## src/vpu_settings.svh

```systemverilog
`ifndef VPU_SETTINGS_SVH
`define VPU_SETTINGS_SVH

// horizontal timing in pixel clocks
`define H_ACTIVE 640
`define H_FRONT 16
`define H_SYNC 96
`define H_BACK 48
`define H_TOTAL (`H_ACTIVE + `H_FRONT + `H_SYNC + `H_BACK)

// vertical timing in lines
`define V_ACTIVE 480
`define V_FRONT 10
`define V_SYNC 2
`define V_BACK 33
`define V_TOTAL (`V_ACTIVE + `V_FRONT + `V_SYNC + `V_BACK)

`define FIFO_DEPTH 16
`define COLOR_BITS 8
`define COORD_BITS 10

`endif

```

## src/video_pkg.sv

```systemverilog
`include "vpu_settings.svh"

package video_pkg;

	typedef logic [`COLOR_BITS-1:0] colour_t;

	typedef logic [`COORD_BITS-1:0] coord_t; // wide enough for the blanking counts too

	typedef struct packed {
		colour_t red;
		colour_t green;
		colour_t blue;
	} rgb_t;

	typedef struct packed {
		coord_t x;
		coord_t y;
	} scan_pos_t;

	// what the composer draws for one frame
	typedef struct packed {
		rgb_t   background;
		coord_t rect_x;
		coord_t rect_y;
		coord_t rect_w;
		coord_t rect_h;
		rgb_t   rect_colour;
	} scene_cfg_t;

endpackage

```

## src/host_pkg.sv

```systemverilog
package host_pkg;

	typedef enum logic {
		set_background = 1'b0,
		set_rect       = 1'b1
	} cmd_kind_t;

	typedef struct packed {
		video_pkg::coord_t x;
		video_pkg::coord_t y;
		video_pkg::coord_t width;
		video_pkg::coord_t height;
	} rect_t;

	typedef struct packed {
		logic [15:0]     pad;    // unused upper bits
		video_pkg::rgb_t colour;
	} bg_word_t;

	// one 40-bit payload word, meaning picked by the command kind
	typedef union packed {
		rect_t    rect;
		bg_word_t bg;
	} cmd_payload_u;

	typedef struct packed {
		cmd_kind_t       kind;
		cmd_payload_u    payload;
		video_pkg::rgb_t rect_colour;
	} command_t;

	typedef struct packed {
		logic up, down, left, right;
		logic a, b, c, start;
		logic x, y, z, mode;
	} buttons_t;

endpackage

```

## src/command_port.sv

```systemverilog
`timescale 1ns/1ps

module command_port (
	input  logic                  clk,
	input  logic                  reset,
	input  logic                  cmd_req,
	input  host_pkg::command_t    cmd,
	output logic                  cmd_ack,
	output video_pkg::scene_cfg_t scene
);
	import host_pkg::*;

	typedef enum logic {
		idle,
		acked
	} state_t;

	state_t state;

	assign cmd_ack = (state == acked);

	always_ff @(posedge clk) begin
		if (reset) begin
			state <= idle;
			scene <= '0;                  // black background, empty rectangle
		end else begin
			case (state)
				idle: if (cmd_req) begin
					state <= acked;
					case (cmd.kind)
						set_background: scene.background <= cmd.payload.bg.colour;
						set_rect: begin
							scene.rect_x      <= cmd.payload.rect.x;
							scene.rect_y      <= cmd.payload.rect.y;
							scene.rect_w      <= cmd.payload.rect.width;
							scene.rect_h      <= cmd.payload.rect.height;
							scene.rect_colour <= cmd.rect_colour;
						end
					endcase
				end
				acked: if (!cmd_req) begin
					state <= idle;            // host released, close handshake
				end
			endcase
		end
	end

endmodule

```

## src/frame_composer.sv

```systemverilog
`timescale 1ns/1ps
`include "vpu_settings.svh"

module frame_composer (
	input  logic                  clk,
	input  logic                  reset,
	input  video_pkg::scene_cfg_t scene,
	input  logic                  full,
	output logic                  push,
	output video_pkg::rgb_t       wdata
);
	import video_pkg::*;

	scan_pos_t            pos;       // pixel being composed
	scene_cfg_t           work;      // settings for the current frame
	logic                 running;
	logic [`COORD_BITS:0] x_end;     // one past the rectangle, may exceed the screen
	logic [`COORD_BITS:0] y_end;
	logic                 inside_x;
	logic                 inside_y;

	assign x_end = {1'b0, work.rect_x} + work.rect_w;
	assign y_end = {1'b0, work.rect_y} + work.rect_h;

	assign inside_x = (pos.x >= work.rect_x) && ({1'b0, pos.x} < x_end);
	assign inside_y = (pos.y >= work.rect_y) && ({1'b0, pos.y} < y_end);

	assign wdata = (inside_x && inside_y) ? work.rect_colour : work.background;
	assign push  = running && !full;  // hold while the FIFO is full

	always_ff @(posedge clk) begin
		if (reset) begin
			pos     <= '0;
			work    <= '0;
			running <= 1'b0;
		end else begin
			running <= 1'b1;
			if (push) begin
				if (pos.x == coord_t'(`H_ACTIVE - 1)) begin
					pos.x <= '0;
					if (pos.y == coord_t'(`V_ACTIVE - 1)) begin
						pos.y <= '0;
						work  <= scene;        // pick up new settings at (0,0) only
					end else begin
						pos.y <= pos.y + 1'b1;
					end
				end else begin
					pos.x <= pos.x + 1'b1;
				end
			end
		end
	end

endmodule

```

## src/pixel_fifo.sv

```systemverilog
`timescale 1ns/1ps
`include "vpu_settings.svh"

module pixel_fifo (
	input  logic            clk,
	input  logic            reset,
	input  logic            push,
	input  video_pkg::rgb_t wdata,
	input  logic            pop,
	output video_pkg::rgb_t rdata,
	output logic            full,
	output logic            empty
);
	import video_pkg::*;

	localparam int ADDR_W = $clog2(`FIFO_DEPTH);
	localparam logic [ADDR_W:0] DEPTH = `FIFO_DEPTH;

	rgb_t              mem [`FIFO_DEPTH];
	logic [ADDR_W-1:0] wr_ptr;
	logic [ADDR_W-1:0] rd_ptr;
	logic [ADDR_W:0]   count;
	logic              do_push;
	logic              do_pop;

	function automatic logic [ADDR_W-1:0] next_ptr(input logic [ADDR_W-1:0] p);
		return (p == ADDR_W'(`FIFO_DEPTH - 1)) ? '0 : p + 1'b1;
	endfunction

	assign full    = (count == DEPTH);
	assign empty   = (count == '0);
	assign do_push = push && !full;
	assign do_pop  = pop && !empty;

	always_ff @(posedge clk) begin
		if (do_push)
			mem[wr_ptr] <= wdata;
		if (do_pop)
			rdata <= mem[rd_ptr];  // read data valid the cycle after pop
	end

	always_ff @(posedge clk) begin
		if (reset) begin
			wr_ptr <= '0;
			rd_ptr <= '0;
			count  <= '0;
		end else begin
			if (do_push)
				wr_ptr <= next_ptr(wr_ptr);
			if (do_pop)
				rd_ptr <= next_ptr(rd_ptr);
			case ({do_push, do_pop})
				2'b10:   count <= count + 1'b1;
				2'b01:   count <= count - 1'b1;
				default: count <= count;  // idle or both
			endcase
		end
	end

endmodule

```

## src/scan_timing.sv

```systemverilog
`timescale 1ns/1ps
`include "vpu_settings.svh"

module scan_timing (
	input  logic               clk,
	input  logic               reset,
	input  video_pkg::rgb_t    rdata,
	input  logic               empty,
	output logic               pop,
	output video_pkg::coord_t  x,
	output video_pkg::coord_t  y,
	output logic               hs_n,
	output logic               vs_n,
	output logic               blank_n,
	output video_pkg::colour_t red,
	output video_pkg::colour_t green,
	output video_pkg::colour_t blue,
	output logic               frame_start,
	output logic               underrun
);
	import video_pkg::*;

	scan_pos_t pos;          // pixel on the outputs now
	scan_pos_t pos_next;     // pixel fetched this cycle
	logic      pre_request;
	logic      shown;        // FIFO delivered a colour for this pixel

	always_comb begin
		pos_next = pos;
		if (pos.x == coord_t'(`H_TOTAL - 1)) begin
			pos_next.x = '0;
			if (pos.y == coord_t'(`V_TOTAL - 1))
				pos_next.y = '0;
			else
				pos_next.y = pos.y + 1'b1;
		end else begin
			pos_next.x = pos.x + 1'b1;
		end
	end

	assign pre_request = (pos_next.x < `H_ACTIVE) && (pos_next.y < `V_ACTIVE);
	assign pop         = pre_request && !empty;

	always_ff @(posedge clk) begin
		if (reset) begin
			pos.x    <= '0;
			pos.y    <= coord_t'(`V_ACTIVE);  // begin in vertical blank, FIFO fills meanwhile
			shown    <= 1'b0;
			underrun <= 1'b0;
		end else begin
			pos   <= pos_next;
			shown <= pop;
			if (pre_request && empty)
				underrun <= 1'b1;               // sticky
		end
	end

	assign x       = pos.x;
	assign y       = pos.y;
	assign blank_n = (pos.x < `H_ACTIVE) && (pos.y < `V_ACTIVE);
	assign hs_n    = !((pos.x >= `H_ACTIVE + `H_FRONT) &&
		(pos.x < `H_ACTIVE + `H_FRONT + `H_SYNC));
	assign vs_n    = !((pos.y >= `V_ACTIVE + `V_FRONT) &&
		(pos.y < `V_ACTIVE + `V_FRONT + `V_SYNC));

	assign frame_start = (pos.x == '0) && (pos.y == '0);

	// black in blanking and on underrun
	assign red   = (blank_n && shown) ? rdata.red : '0;
	assign green = (blank_n && shown) ? rdata.green : '0;
	assign blue  = (blank_n && shown) ? rdata.blue : '0;

endmodule

```

## src/gamepad_scanner.sv

```systemverilog
`timescale 1ns/1ps

module gamepad_scanner (
	input  logic               clk,
	input  logic               reset,
	input  logic               frame_start,
	input  logic [5:0]         pins,      // {pin9, pin6, pin4, pin3, pin2, pin1}
	output logic               select,
	output host_pkg::buttons_t buttons
);
	import host_pkg::*;

	localparam logic [3:0] LOW_SAMPLE  = 4'd4;
	localparam logic [3:0] HIGH_SAMPLE = 4'd8;
	localparam logic [3:0] LAST_STEP   = 4'd9;

	logic [3:0] step;     // 0 when idle
	logic [5:0] pressed;
	buttons_t   staged;

	assign pressed = ~pins;  // pad pulls pins low when pressed

	always_ff @(posedge clk) begin
		if (reset) begin
			step    <= '0;
			select  <= 1'b1;
			buttons <= '0;
		end else if (step == '0) begin
			if (frame_start) begin
				step   <= 4'd1;
				select <= 1'b0;      // first phase reads a and start
			end
		end else begin
			step <= (step == LAST_STEP) ? '0 : step + 1'b1;
			if (step == LOW_SAMPLE)
				select <= 1'b1;
			if (step == LAST_STEP)
				buttons <= staged;   // lands 10 cycles after frame_start
		end
	end

	always_ff @(posedge clk) begin
		if (step == LOW_SAMPLE) begin
			staged <= '{a: pressed[4], start: pressed[5], default: 1'b0};
		end else if (step == HIGH_SAMPLE) begin
			staged.up    <= pressed[0];
			staged.down  <= pressed[1];
			staged.left  <= pressed[2];
			staged.right <= pressed[3];
			staged.b     <= pressed[4];
			staged.c     <= pressed[5];
		end
	end

endmodule

```

## src/visual_processing_unit.sv

```systemverilog
`timescale 1ns/1ps

module visual_processing_unit (
	input  logic               clk,
	input  logic               reset,
	input  logic               cmd_req,
	input  host_pkg::command_t cmd,
	output logic               cmd_ack,
	input  logic [5:0]         pad_pins,
	output logic               pad_select,
	output host_pkg::buttons_t buttons,
	output video_pkg::coord_t  x,
	output video_pkg::coord_t  y,
	output logic               hs_n,
	output logic               vs_n,
	output logic               blank_n,
	output video_pkg::colour_t red,
	output video_pkg::colour_t green,
	output video_pkg::colour_t blue,
	output logic               underrun
);
	import video_pkg::*;

	scene_cfg_t scene;
	rgb_t       wdata;
	rgb_t       rdata;
	logic       push;
	logic       full;
	logic       pop;
	logic       empty;
	logic       frame_start;

	command_port cmd_port (
		.clk(clk), .reset(reset),
		.cmd_req(cmd_req), .cmd(cmd), .cmd_ack(cmd_ack),
		.scene(scene)
	);

	frame_composer composer (
		.clk(clk), .reset(reset),
		.scene(scene), .full(full), .push(push), .wdata(wdata)
	);

	pixel_fifo fifo (
		.clk(clk), .reset(reset),
		.push(push), .wdata(wdata), .pop(pop), .rdata(rdata),
		.full(full), .empty(empty)
	);

	scan_timing scan (
		.clk(clk), .reset(reset),
		.rdata(rdata), .empty(empty), .pop(pop),
		.x(x), .y(y), .hs_n(hs_n), .vs_n(vs_n), .blank_n(blank_n),
		.red(red), .green(green), .blue(blue),
		.frame_start(frame_start), .underrun(underrun)
	);

	gamepad_scanner pad (
		.clk(clk), .reset(reset),
		.frame_start(frame_start), .pins(pad_pins),
		.select(pad_select), .buttons(buttons)
	);

endmodule

```

## config.mk

```make
export PLATFORM = sky130hd
export DESIGN_NAME = visual_processing_unit
export DESIGN_NICKNAME = d
export VERILOG_FILES = /design/src/video_pkg.sv /design/src/host_pkg.sv /design/src/command_port.sv /design/src/frame_composer.sv /design/src/pixel_fifo.sv /design/src/scan_timing.sv /design/src/gamepad_scanner.sv /design/src/visual_processing_unit.sv
export VERILOG_INCLUDE_DIRS = /design/src
export SDC_FILE = /design/constraint.sdc
export NUM_CORES = 1
export LEC_CHECK = 0
export ABC_AREA = 1
export BUFFER_PORTS_ARGS = -buffer_cell sky130_fd_sc_hd__buf_2
export CAP_MARGIN = 5
export CELL_PAD_IN_SITES_DETAIL_PLACEMENT = 1
export CELL_PAD_IN_SITES_GLOBAL_PLACEMENT = 2
export CORE_MARGIN = 5
export CORE_UTILIZATION = 40
export DETAILED_ROUTE_END_ITERATION = 7
export PLACE_DENSITY_LB_ADDON = 0.1
export RECOVER_POWER = 50
export SETUP_SLACK_MARGIN = 0.1
export SYNTH_ARGS = -nofsm -noshare
export SYNTH_HDL_FRONTEND = slang
export SYNTH_SLANG_ARGS = --single-unit
```

## constraint.sdc

```tcl
create_clock -name clk -period 5 [get_ports clk]
set_input_delay 0.25 -clock clk [delete_from_list [all_inputs] [get_ports clk]]
set_output_delay 0.25 -clock clk [all_outputs]
set_load 0.05 [all_outputs]
```

==> metrics.yaml <==
power:
  ir_drop_uv: 198
  finalPower_uw: 11800
  p_leak_uw: 0.0114
  power_density_mw_per_mm2: 365
global_route:
  grt_pass1_wl_um: 127000
  antenna_found_initial: 2
  grt_overflow_total: 0
  grt_start_max_net_pins: 99
  grt_pass1_vias: 21057
  grt_usage: 0.219
synthesis:
  yosysTopAreaCellShare: 0.443
  synthTopCellsByArea: "edfxtp_1, dfxtp_1, nor2_1"
  yosysSeqAreaShare: 0.625
  synth-edff-count: 410
  async_flop_share: 0
  synth_most_common_cell: "nor2_1"
  ys_ff_latch: 662
  ys_types: 45
  ys_top_cells_by_count: "nor2_1, edfxtp_1, o21ai_0, nand2_1, dfxtp_1"
  syn_area_sq_mm: 0.0278
  ys.flop_type: "edfxtp_1"
  yosysTopAreaCell: "edfxtp_1"
  yosys_warnings: 0
  syn-instance-count: 2720
  synth_area_per_cell_sq_um: 10.2
clocking:
  cts_max_level: 3
  clock_path_buffers: 3
  root_buffer: "clkbuf_16"
  path_clk_slew_ns: 0.06
  cts_tree: "done"
  cts_sinks: 662
  clk_latency_ns: 0.61
  numCtsBuffers: 74
setup_path:
  crit_family: "buffers and inverters"
  crit_type: "reg2reg"
  rr_worst_depth: 6
  cpMaxStageDelayCell: "dfxtp_2"
  r2r-start: "fifo.rd_ptr[0]"
  timing.reg2reg.setup_slack_ns: 0.72
  endpoint_kind: "flip-flop"
  cp-start-kind: "flip-flop"
  arrival_ns: 4.58
  worstPathCellList: "inv_2 > clkbuf_2 > o21ai_0 > o221ai_1 > nand3_1 > nand3_1"
  crit_required_ns: 5.30
  cp_num_buf_inv: 2
  critical_path_peak_fanout: 82
  reg2reg_to: "fifo.rdata[19]"
  cp_common_cell: "nand3_1"
  max_stage_delay_ns: 1.41
placed_design:
  portBuffers: 131
  dp_cells: 3672
  dp_hpwl_um: 50600
  gp_congestion: 0.774
run:
  drv_cap: 11
timing:
  min_period_ns: 4.28
  timing.hold.ws_ns: 0.0274
  max_slew.worst_pin.slew_ns: 3.57
  clock.fmax_ghz: 0.233
  fin_worst_skew_ns: 0.0271
  slew_viol_final: 422
  period_share: 0.857
  setup_viol: 0
  slew_headroom: -1.38
  finalHoldViolCount: 0
  totalNegativeSetupSlack_ns: 0
  rsz0062_at_grt: "no"
detailed_routing:
  vias_per_cell: 5.35
  ant_nets: 0
  drt_iter0_markers: 1240
  drc: 0
  wirelength_um: 83800
  vias: 20697
  drtPass1Iterations: 5
  wl_per_cell_um: 21.7
die:
  die_x_um: 274
  core_area_sq_mm: 0.0687
  die_h_um: 274
  dieArea_sq_mm: 0.0748
  num_io_pins: 136
  num_rows: 96
  start_util: 0.404
min_path:
  hp-start: "cmd[23]"
  hold_class: "in2reg"
  hold_end: "cmd_port.scene[23]"
  min_path_cells: 3
run_status:
  failed_checks: "capacitance limit, slew limit"
  status: "complete, but fails checks"
finish:
  fin_util: 0.468
  finalNetCount: 3032
  fin_cells: 3869
  drive_gt1_frac: 0.0909
  area_growth_pct: 15.8
-- report_power, final --
part / total, uW / leakage, uW / internal (uW) / switching, uW
Sequential: 5900 / 0.00548 / 5850 / 46.3
Combinational: 414 / 0.00478 / 140 / 274
Clock: 5440 / 0.00117 / 3250 / 2190
-- worst min-delay path: stages --
cell and delay, ns:
buf_2 0.07, o21ai_0 0.13, a21oi_1 0.14
-- cells in the final DEF, fill, tap and decap left out, types with 6 or more instances in the layout --
cell type      count
nor4_1             6
clkinv_1          15
o21ai_0          321
nor2_1           470
a211oi_2          30
dlygate4sd3_1     65
o21ai_1           12
o221ai_1          39
nand4_1           35
clkbuf_2          10
inv_1            190
o22ai_1           57
nor3_1            25
clkbuf_16         76
edfxtp_1         410
a21oi_1          139
dfxtp_1          250
nand2_1          285
clkbuf_1          90
nand3_1           91
nor2_2            15
buf_4             18
xor2_1            16
buf_2             71
clkinv_2           8
ha_1              73
xnor2_1           14
a211oi_1          29
bufinv_16          8
o211ai_1          12
-- cell families after synthesis --
family | count (synthesis) | share of synthesized area
flip-flops | 662 | 0.625
adder cells (fa/ha/maj) | 76 | 0.0350
AND/OR/NAND/NOR | 945 | 0.140
buffers and inverters | 354 | 0.0521
XOR/XNOR | 30 | 0.00946
AO/OA/AOI/OAI | 652 | 0.138
other | 1 | 0.000135
-- metal layers --
layer,part of all wire,track usage
met3,0.043,0.0307
met4,0.016,0.0477
met1,0.45,0.299
met5,0.00016,0
met2,0.49,0.375
-- metrics by stage --
step	cell area [sq um]	worst slack, ns
6_report	32200	0.717
4_1_cts	32400	0.883
3_3_place_gp	29300	1.02
5_1_grt	32200	0.298
2_1_floorplan	27800	1.04
3_5_place_dp	29300	0.900
-- what timing repair did --
action                    4_1_cts  5_1_grt
gates resized for setup         0        0
hold buffers                   65        0
hold endpoints to repair       85        0
setup buffers                   0        0
-- layout make-up --
type	count	area, sq um
tap	931	1160
inverter	200	754
clock buffer	96	2010
clock inverter	35	412
sequential	662	17400
antenna	1	2.50
timing repair buffer	237	1470
fill	7596	36500
multi-input combinational	1707	9020
-- how the worst max path moves through the flow --
stage	cells after the start	end	start
after floorplan	20	fifo.count[4]	scan.x[0]
after global placement	21	fifo.mem[15][5]	composer.work[54]
after detailed placement	19	fifo.mem[11][5]	composer.work[44]
after CTS	19	fifo.mem[2][5]	composer.work[24]
after global routing	4	scan.x[3]	reset
final	6	fifo.rdata[19]	fifo.rd_ptr[0]
-- flip-flops by register name, indices dropped and copies added, names as in the netlist, 4 cells and up --
signal	flops
pad.staged	8
composer.pos	20
fifo.rd_ptr	4
composer.work	88
fifo.mem	384
pad.step	4
pad.buttons	8
fifo.count	5
fifo.wr_ptr	4
fifo.rdata	24
cmd_port.scene	88
scan.y	10
scan.x	10
Power figures use the tool's default switching activity.
